### config.mk
export PLATFORM = sky130hd
export DESIGN_NAME = dcache_tag_array
export DESIGN_NICKNAME = d
export VERILOG_FILES = /design/src/rtl/dcache_pkg.sv /design/src/rtl/dcache_tag_array.sv
export SDC_FILE = /design/constraint.sdc
export NUM_CORES = 1
export LEC_CHECK = 0
export BUFFER_PORTS_ARGS = -buffer_cell sky130_fd_sc_hd__buf_2
export CAP_MARGIN = 25
export CORE_ASPECT_RATIO = 0.75
export CORE_MARGIN = 2
export CORE_UTILIZATION = 28
export DETAILED_ROUTE_END_ITERATION = 6
export GPL_TIMING_DRIVEN = 0
export HOLD_SLACK_MARGIN = 0.1
export PLACE_DENSITY_LB_ADDON = 0.08
export SYNTH_ARGS = -nofsm -noshare
export SYNTH_HDL_FRONTEND = slang
export SYNTH_SLANG_ARGS = --single-unit
### constraint.sdc
create_clock -name i_clk -period 4.2 [get_ports i_clk]
set_clock_uncertainty 0.2 [all_clocks]
set_input_delay 0.84 -clock i_clk [delete_from_list [all_inputs] [get_ports i_clk]]
set_output_delay 0.84 -clock i_clk [all_outputs]
set_load 0.05 [all_outputs]
### src/rtl/dcache_pkg.sv
package dcache_pkg;

  //////////////////////////////////////////////////////////////////////
  // cache geometry
  //////////////////////////////////////////////////////////////////////

  localparam int LINE_WIDTH   = 128;  // bits per line
  localparam int LINE_BYTES   = 16;
  localparam int CACHE_LINES  = 64;   // 1 KiB direct mapped
  localparam int MEM_BLOCKS   = 1024; // 16 KiB backing store

  // physical address split: {tag, index, offset}
  localparam int OFFSET_W     = 4;
  localparam int INDEX_W      = 6;
  localparam int BLOCK_ADDR_W = 10;   // tag + index
  localparam int TAG_W        = 4;    // addr bits above 13 ignored

  //////////////////////////////////////////////////////////////////////
  // memory model timing
  //////////////////////////////////////////////////////////////////////

  localparam int MEM_LATENCY  = 4;    // enable rise to ready pulse

  // store width as seen from the core
  typedef enum logic [1:0] {
    SZ_BYTE   = 2'd0,
    SZ_HALF   = 2'd1,
    SZ_WORD   = 2'd2,
    SZ_DOUBLE = 2'd3
  } store_size_e;

  // miss handling states
  typedef enum logic [1:0] {
    ST_IDLE       = 2'd0,
    ST_WRITE_BACK = 2'd1,
    ST_ALLOCATE   = 2'd2,
    ST_FILL       = 2'd3
  } ctrl_state_e;

endpackage

### src/rtl/dcache_tag_array.sv
`timescale 1ns/1ps

module dcache_tag_array (
  input  logic                           i_clk,
  input  logic                           i_rst_n,
  input  logic [dcache_pkg::INDEX_W-1:0] i_index,
  input  logic [dcache_pkg::TAG_W-1:0]   i_tag,
  input  logic                           i_replace_tag,
  input  logic                           i_set_dirty,
  input  logic                           i_clear_dirty,
  output logic                           o_hit,
  output logic                           o_dirty,
  output logic [dcache_pkg::TAG_W-1:0]   o_old_tag
);

  // tag storage, only meaningful where valid is set
  logic [dcache_pkg::TAG_W-1:0]     tag_mem [dcache_pkg::CACHE_LINES];
  logic [dcache_pkg::CACHE_LINES-1:0] valid_q;
  logic [dcache_pkg::CACHE_LINES-1:0] dirty_q;

  //////////////////////////////////////////////////////////////////////
  // lookup
  //////////////////////////////////////////////////////////////////////

  assign o_old_tag = tag_mem[i_index];  // victim tag for write-back address
  assign o_dirty   = dirty_q[i_index];
  assign o_hit     = valid_q[i_index] && (o_old_tag == i_tag);

  //////////////////////////////////////////////////////////////////////
  // update
  //////////////////////////////////////////////////////////////////////

  always_ff @(posedge i_clk) begin
    if (i_replace_tag) begin
      tag_mem[i_index] <= i_tag;
    end
  end

  // valid and dirty per line
  always_ff @(posedge i_clk or negedge i_rst_n) begin
    if (!i_rst_n) begin
      valid_q <= '0;
      dirty_q <= '0;
    end else begin
      if (i_replace_tag) begin
        valid_q[i_index] <= 1'b1;  // fresh line from memory
        dirty_q[i_index] <= 1'b0;
      end else if (i_set_dirty) begin
        dirty_q[i_index] <= 1'b1;  // store hit
      end else if (i_clear_dirty) begin
        dirty_q[i_index] <= 1'b0;  // write-back done
      end
    end
  end

endmodule

==> flow_summary.json <==
{
  "finalWirelength_um": 64900,
  "ys.flop_type": "edfxtp_1",
  "worstPathRequired_ns": 3.16,
  "synth_adder_area_share": 0,
  "clk_latency_ns": 0.57,
  "p_leak_nw": 6.87,
  "min_path_type": "input port to asynchronous set/reset pin",
  "clock_path_buffers": 3,
  "ys_seq_area_frac": 0.672,
  "ant_nets": 0,
  "syn_to_final_growth_pct": 24.2,
  "worst-path-stages": 11,
  "clk_pin_slew_worst_paths_ns": 0.06,
  "antenna_found_initial": 0,
  "crit_arrival_ns": 3.55,
  "synth_edf_count": 256,
  "fillCellCount": 5601,
  "syn_inst": 1219,
  "end_kind": "output pin",
  "rsz0062_at_grt": "true",
  "drc": 0,
  "htreeDepth": 2,
  "fp.dieH_um": 212,
  "synth-simple-area-share": 0.0958,
  "dp_hpwl_um": 41800,
  "syn_area_um2": 16200,
  "synth_warnings": 0,
  "maxSlewViolCount": 0,
  "drive_above_1_share": 0.270,
  "num_rows": 76,
  "cp_num_buf_inv": 4,
  "syn_area_per_cell_um2": 13.3,
  "crit_chain": "buf_8 -> buf_12 -> nor2_1 -> buf_4 -> a22o_1 -> a221oi_2 -> o22ai_1 -> or4_4 -> xor2_1 -> nor4_4 -> buf_6",
  "cts-buffers-inserted": 43,
  "drtIter0Drc": 1226,
  "r2r_slack_ns": 3.09,
  "ir_drop_mv": 0.264,
  "die_area_um2": 59900,
  "critical_path.top_delay_family": "simple AND/OR/NAND/NOR gates",
  "pwr_density_cell_nw_per_um2": 452,
  "fin_total_pwr_w": 0.00909,
  "final_common_cell": "edfxtp_1",
  "grt_pass1_wl_um": 89900,
  "synth_compound_area_frac": 0.148,
  "synthMuxAreaShare": 0.0570,
  "synthXorXnorAreaFrac": 0.00162,
  "setup_viol": 1,
  "finalHoldViolations": 0,
  "crit_fanout": 10,
  "vias_per_cell": 5.34,
  "dp_slack_ns": -2.24,
  "cts.sinks": 384,
  "fin_crit_sh": 1.09,
  "firstDrtPassIters": 6,
  "ios": 21,
  "synth_top_family_by_area": "compound AO/OA/AOI/OAI gates",
  "grt-ovfl-total": 0,
  "cap_violations": 0,
  "root_buffer": "clkbuf_16",
  "run_status": "finished, violations left",
  "synth_nets": 1234,
  "grt_usage": 0.218,
  "crit_type": "input port to output pin",
  "num_antenna_cells": 0,
  "startpoint_type": "input port",
  "final_cell_mix": "edfxtp_1, o21ai_0, dfrtp_1",
  "synthArstFlopShare": 0.333,
  "fmax_mhz": 218,
  "critical_path.slowest_cell": "or4_4",
  "worst_pin_slew_ns": 0.941,
  "fin_crit_ns": 4.59,
  "cts_tree": "yes",
  "finalNetCount": 1345,
  "ys_types": 55,
  "die_w_um": 282,
  "wl_per_cell_um": 30.3,
  "vias": 11500,
  "ys_ff_latch": 384,
  "grt_pass1_vias": 11100,
  "core_area_um2": 57300,
  "violations": "negative setup slack",
  "slowest_delay_ns": 0.58,
  "routabilityCongestion": 0.809,
  "grt_max_degree": 68,
  "worstRegToRegCells": 3,
  "initial_core_util": 0.283,
  "timing.final.ws_setup_ns": -0.393,
  "numPortBuffers": 18,
  "setup_tns_ns": -0.393,
  "maxSlewHeadroom": 0.371
}
worst register-to-register path: stages (launching register included):
cell     delay, ns
dfrtp_1       0.39
nor2b_1       0.14
a21oi_1       0.15
o21ai_0       0.09
repair_timing:
| item | CTS | global route |
|---|---|---|
| endpoints found under the setup margin | 166 | 4 |
| gates cloned | 1 | 2 |
| gates resized for setup | 165 | 36 |
| pin swaps | 19 | 10 |
| buffers inserted | 21 | 18 |
| hold buffers | 0 | 0 |
layer usage:
| layer | track usage | routed length, um |
|---|---|---|
| met1 | 0.328 | 31400 |
| met5 | 0 | 0 |
| met4 | 0.0504 | 1230 |
| met3 | 0.0551 | 5070 |
| met2 | 0.312 | 27300 |
per-stage QoR:
step	hold WS (ns)	cells	instance area [um^2]	util
floorplan	0.233	1219	16300	-
global placement	0.248	2017	17400	0.303
detailed placement	0.253	2026	17600	0.307
CTS	0.114	2125	19800	0.345
global route	0.151	2145	20100	0.351
finish	0.106	2145	20100	0.351
synth_stat cells (all sizes together) (2+ instances only):
master / count / share of area
nor3b: 3 / 0.0014
and3: 2 / 0.00077
nand3b: 3 / 0.0014
nor3: 4 / 0.0015
nor4: 3 / 0.0015
a222oi: 6 / 0.0037
a22o: 8 / 0.0043
mux2: 27 / 0.019
nor2b: 70 / 0.027
nand3: 5 / 0.0015
clkbuf: 57 / 0.013
nand4: 2 / 0.00077
o211ai: 2 / 0.00093
a22oi: 76 / 0.035
and2: 6 / 0.0023
or3b: 2 / 0.0011
a32oi: 5 / 0.0027
o22ai: 3 / 0.0012
a221oi: 21 / 0.011
dfrtp: 128 / 0.20
or3: 2 / 0.00077
a31oi: 8 / 0.0031
mux4: 18 / 0.025
buf: 30 / 0.012
nand2: 27 / 0.0063
a221o: 7 / 0.0043
nor2: 90 / 0.021
or2: 65 / 0.025
mux2i: 21 / 0.013
xor2: 3 / 0.0016
nand2b: 3 / 0.0012
a21oi: 83 / 0.026
a41oi: 11 / 0.0059
edfxtp: 256 / 0.47
o21ai: 146 / 0.045
inv: 3 / 0.00069
or4: 3 / 0.0016
report_power, final:
group / switching, W / internal (W) / total, W
Sequential: 0.0000841 / 0.00421 / 0.00429
Clock: 0.00166 / 0.00218 / 0.00384
Combinational: 0.000588 / 0.000381 / 0.000969
Total: 0.00233 / 0.00677 / 0.00909
worst max-delay path by stage:
stage	startpoint	to
floorplan	i_index[0]	o_hit
global placement	i_index[2]	o_dirty
detailed placement	i_index[1]	o_hit
CTS	i_index[0]	o_hit
global route	i_index[1]	o_hit
finish	i_index[2]	o_hit
cells by family (layout without fill, tap and decap cells):
group	after synthesis	in the layout
compound gates	385	385
xor+xnor	3	3
buf+inv	90	236
flops	384	384
mux	66	66
simple gates	291	291
layout make-up:
type                            count  area (um^2)  share of cell area
Sequential cell                   384        10900               0.541
Clock inverter                     22          188             0.00932
Buffer                             84          764              0.0380
Multi-Input combinational cell    745         5320               0.264
Timing Repair Buffer               69          766              0.0380
Clock buffer                       58         1220              0.0608
Tap cell                          780          976              0.0485
Inverter                            3         11.3            0.000559
(Power assumes the default switching activity.)
