**src/rtl/dcache_pkg.sv**
```systemverilog
package dcache_pkg;

  //////////////////////////////////////////////////////////////////////
  // cache geometry
  //////////////////////////////////////////////////////////////////////

  localparam int LINE_WIDTH   = 128;  // bits per line
  localparam int LINE_BYTES   = 16;
  localparam int CACHE_LINES  = 64;   // 1 KiB direct mapped
  localparam int MEM_BLOCKS   = 1024; // 16 KiB backing store

  // physical address split: {tag, index, offset}
  localparam int OFFSET_W     = 4;
  localparam int INDEX_W      = 6;
  localparam int BLOCK_ADDR_W = 10;   // tag + index
  localparam int TAG_W        = 4;    // addr bits above 13 ignored

  //////////////////////////////////////////////////////////////////////
  // memory model timing
  //////////////////////////////////////////////////////////////////////

  localparam int MEM_LATENCY  = 4;    // enable rise to ready pulse

  // store width as seen from the core
  typedef enum logic [1:0] {
    SZ_BYTE   = 2'd0,
    SZ_HALF   = 2'd1,
    SZ_WORD   = 2'd2,
    SZ_DOUBLE = 2'd3
  } store_size_e;

  // miss handling states
  typedef enum logic [1:0] {
    ST_IDLE       = 2'd0,
    ST_WRITE_BACK = 2'd1,
    ST_ALLOCATE   = 2'd2,
    ST_FILL       = 2'd3
  } ctrl_state_e;

endpackage

```
**src/rtl/dcache_ctrl_fsm.sv**
```systemverilog
`timescale 1ns/1ps

module dcache_ctrl_fsm (
  input  logic i_clk,
  input  logic i_rst_n,
  input  logic i_cpu_rden,
  input  logic i_cpu_wren,
  input  logic i_hit,
  input  logic i_dirty,
  input  logic i_mem_ready,
  output logic o_cache_wren,
  output logic o_fill,
  output logic o_mem_rden,
  output logic o_mem_wren,
  output logic o_tag_sel,
  output logic o_replace_tag,
  output logic o_set_dirty,
  output logic o_stall
);

  dcache_pkg::ctrl_state_e state_q;
  dcache_pkg::ctrl_state_e state_d;

  logic cpu_req;

  assign cpu_req = i_cpu_rden | i_cpu_wren;

  //////////////////////////////////////////////////////////////////////
  // state register
  //////////////////////////////////////////////////////////////////////

  always_ff @(posedge i_clk or negedge i_rst_n) begin
    if (!i_rst_n) begin
      state_q <= dcache_pkg::ST_IDLE;
    end else begin
      state_q <= state_d;
    end
  end

  //////////////////////////////////////////////////////////////////////
  // next state and outputs
  //////////////////////////////////////////////////////////////////////

  always_comb begin
    state_d       = state_q;
    o_cache_wren  = 1'b0;
    o_fill        = 1'b0;
    o_mem_rden    = 1'b0;
    o_mem_wren    = 1'b0;
    o_tag_sel     = 1'b0;
    o_replace_tag = 1'b0;
    o_set_dirty   = 1'b0;
    o_stall       = 1'b0;

    case (state_q)
      dcache_pkg::ST_IDLE: begin
        if (cpu_req) begin
          if (i_hit) begin
            // hit load needs nothing, the line is already on the read port
            if (i_cpu_wren) begin
              o_cache_wren = 1'b1;
              o_set_dirty  = 1'b1;
            end
          end else begin
            o_stall = 1'b1;  // same-cycle stall on miss
            if (i_dirty) begin
              state_d = dcache_pkg::ST_WRITE_BACK;
            end else begin
              state_d = dcache_pkg::ST_ALLOCATE;
            end
          end
        end
      end

      // push the victim out under its old tag
      dcache_pkg::ST_WRITE_BACK: begin
        o_stall    = 1'b1;
        o_mem_wren = 1'b1;
        o_tag_sel  = 1'b1;
        if (i_mem_ready) begin
          state_d = dcache_pkg::ST_ALLOCATE;
        end
      end

      dcache_pkg::ST_ALLOCATE: begin
        o_stall    = 1'b1;
        o_mem_rden = 1'b1;  // held until ready
        if (i_mem_ready) begin
          state_d = dcache_pkg::ST_FILL;
        end
      end

      // block still on the memory read data, addr unchanged
      dcache_pkg::ST_FILL: begin
        o_stall       = 1'b1;
        o_cache_wren  = 1'b1;
        o_fill        = 1'b1;
        o_replace_tag = 1'b1;
        state_d       = dcache_pkg::ST_IDLE;  // held request hits next cycle
      end

      default: begin
        state_d = dcache_pkg::ST_IDLE;
      end
    endcase
  end

endmodule

```
**config.mk**
```make
export PLATFORM = sky130hd
export DESIGN_NAME = dcache_ctrl_fsm
export DESIGN_NICKNAME = d
export VERILOG_FILES = /design/src/rtl/dcache_pkg.sv /design/src/rtl/dcache_ctrl_fsm.sv
export SDC_FILE = /design/constraint.sdc
export NUM_CORES = 1
export LEC_CHECK = 0
export ABC_AREA = 1
export ABC_CLOCK_PERIOD_IN_PS = 2300
export BUFFER_PORTS_ARGS = -buffer_cell sky130_fd_sc_hd__clkbuf_2
export CAP_MARGIN = 5
export CORE_AREA = 2 2 39 41
export CTS_CLUSTER_SIZE = 25
export DETAILED_ROUTE_END_ITERATION = 10
export DIE_AREA = 0 0 41 43
export HOLD_SLACK_MARGIN = 0.03
export SYNTH_ARGS = -nofsm -noshare
export SYNTH_HDL_FRONTEND = slang
export SYNTH_SLANG_ARGS = --single-unit
export TNS_END_PERCENT = 1
```
**constraint.sdc**
```tcl
create_clock -name i_clk -period 2.3 [get_ports i_clk]
set_input_delay 0.23 -clock i_clk [delete_from_list [all_inputs] [get_ports i_clk]]
set_output_delay 0.23 -clock i_clk [all_outputs]
set_load 0.01 [all_outputs]
```
==> metrics.md <==
| Metric | Value |
|---|---|
| First DRT Iteration DRCs | 3 |
| Switching power | slightly above 200 uW |
| Net count after synthesis | 44 |
| Die ar. | approximately 1800 sq um |
| Unique masters post-synth | 13 |
| Die Ht | approximately 43 um |
| Tmin final | roughly 1.6 ns |
| Biggest regs | state_q: 2 flops |
| Internal Pwr Total | ~230 uW |
| # DRC | 0 |
| Kind of critical path | register to primary output |
| Setup-failing EPs final | 0 |
| Critical Path RT | between 2 and 2.5 ns |
| Final core utilization | roughly 25% |
| Total number of vias | around 240 |
| CTS clk-pin slew, worst paths | about 0.030 ns |
| Max Clock Freq | 0.637 GHz |
| Seq pwr share | around 16% |
| R2R depth | 6 |
| Synth Instances | 32 |
| Max Buffers Root-to-Sink | 2 |
| Comb power frac | between 60% and 70% |
| Pwr/cell area | 1250 nW/um^2 |
| Post-CTS setup buffers | 0 |
| Final Cycle Share | between 60% and 70% |
| Critical Path AT | between 1 and 1.5 ns |
| FF+latch count, synth | 2 |
| Synth Cell Area | 241 sq um |
| # IOs | 15 |
| Layout cells sized above 1 | 43.8% |
| Worst-path maximum fanout | 4 |
| Pin count of the biggest net entering global routing | 6 |
| Fin. Hold Viols | 0 |
| Die X | around 41 um |
| Setup crit start kind | register |
| Tot GR Track Use | roughly 6.5% |
| Crit. End Element | primary output |
| Cells after DPL | 60 |
| P_leak | around 0.00022 uW |
| CTS root buf | clkbuf_4 |
| Num CTS Buffers | 3 |
| Total Wirelength | ~500 um |
| Drt first pass iters | 4 |
| Routed Antenna Nets | 0 |
| Most frequent cells in the layout | 14 x clkbuf_2, 6 x inv_1, 6 x nand2_1, 5 x ha_1 |
| Clk sinks | 2 |
| Cts hold-fix bufs | 1 |
| GRT overflow | 0 |
| Worst-Skew Late Latency | roughly 0.22 ns |
| DP Wirelength | around 450 um |
| Per-cell routed wire length | 7.94 um |
| Switching part of the total | around 47% |
| Slew headroom | 88.0% |
| I/O Buffers | 14 |
| Max Cap Violations | 0 |
| Placer congestion estimate | roughly 0.67 |
| Core Box Area | around 1400 sq um |
| H-tree levels | 1 |
| Initial cell density of the core | around 17% |
| Row cnt | 14 |
| Antenna cells | 0 |
| Most flops, register | state_q |
| Sequential share of the synthesized area | between 20% and 30% |
| First-pass GRT wire length | around 770 um |
| Max-slew violations | 0 |
| Least-Margin Pin Slew | 0.180 ns |
| Vias per cell | between 3 and 4 |
| Resize count post-CTS | 0 |
| Avg Cell Area, Syn | approximately 7.5 sq um |
| Status | complete, no violations |
| Setup ws final | ~0.73 ns |
| Synth warn | 0 |
| Initial antenna violation count | 0 |
| Reg2reg setup slack | ~1.1 ns |
| Pre-CTS setup slack | around 0.94 ns |
| Fin nets | 62 |
| Hold Path Class | primary input to async pin |
| Commonest non-fill, non-tap cell in the layout | clkbuf_2 |
| Peak supply drop | between 200 and 250 uV |
| Number of flip-flops under the largest register name | 2 |
| Clk pwr share | 17.4% |
| Clock Skews | 0.000912 ns |
| Terminus of the critical flop-to-flop path | state_q[0] |
| RSZ-0062 raised after global routing | no |
| Final cell count without fillers | 64 |
| CTS tree | done |
| P&R area growth vs syn | 44.6% |
| Number of global-route vias before repair | roughly 240 |
| Setup TNS Final | 0 ns |
| Crit Reg-Reg Startpoint | state_q[0] |
synthesized netlist by cell type:
cell | number | area [sq um]
inv_1 | 6 | 22.5
nand2_1 | 6 | 22.5
ha_1 | 5 | 62.6
nand3_1 | 3 | 15.0
buf_4 | 2 | 15.0
dfrtp_1 | 2 | 50.1
nand2_2 | 2 | 12.5
a21oi_1 | 1 | 5.00
nor2_1 | 1 | 3.75
o21a_1 | 1 | 7.51
o21ai_0 | 1 | 5.00
o21ai_2 | 1 | 8.76
o21bai_2 | 1 | 11.3
worst max-delay path by stage:
stage | end | cells after the start | from
floorplan | o_cache_wren | 5 | state_q[0]
global placement | o_cache_wren | 6 | state_q[0]
detailed placement | o_cache_wren | 6 | state_q[0]
CTS | o_cache_wren | 6 | state_q[0]
global route | o_cache_wren | 6 | state_q[0]
finish | o_cache_wren | 6 | state_q[0]
layout make-up:
class / instances / area, sq um
multi-input combinational: 22 / 154
fill: 169 / 1030
sequential: 2 / 50.0
clock buffer: 3 / 22.5
tap: 16 / 20.0
timing repair buffer: 15 / 80.1
inverter: 6 / 22.5
worst max-delay path: stages (launching register included):
cell      delay (ns)
dfrtp_1         0.38
inv_1           0.10
ha_1            0.23
nand3_1         0.09
inv_1           0.05
o21a_1          0.16
clkbuf_2        0.12
cell families after synthesis:
| logic type | after synthesis | synth area share (%) |
|---|---|---|
| AOI/OAI and AO/OA | 5 | 15.5 |
| adders and majority gates | 5 | 25.9 |
| buffers and inverters | 8 | 15.5 |
| DFF | 2 | 20.7 |
| and+or+nand+nor | 12 | 22.3 |
power groups by stage:
stage	Combinational [uW]	Clock, uW	Sequential [uW]
floorplan	227	0	68.6
global placement	293	0	73.2
detailed placement	296	0	72.4
CTS	298	82.8	72.0
global route	335	81.8	76.5
finish	290	76.1	71.4
per-layer routing:
layer | GRT usage (%) | wire (um) | vias up
met5 | 0 | 0 | -
met4 | 6.00 | 0 | 0
met3 | 1.57 | 39 | 0
met2 | 11.6 | 289 | 7
met1 | 5.14 | 179 | 104
li1 | - | - | 131
per-stage QoR:
stage / cell area, sq um / hold slack (ns) / total power, uW
after CTS: 349 / 0.327 / 453
after global placement: 317 / 0.0178 / 366
final: 349 / 0.330 / 437
after global routing: 349 / 0.340 / 493
after detailed placement: 317 / 0.0182 / 368
after floorplan: 241 / -0.0656 / 296
Power figures use the tool's default switching activity.
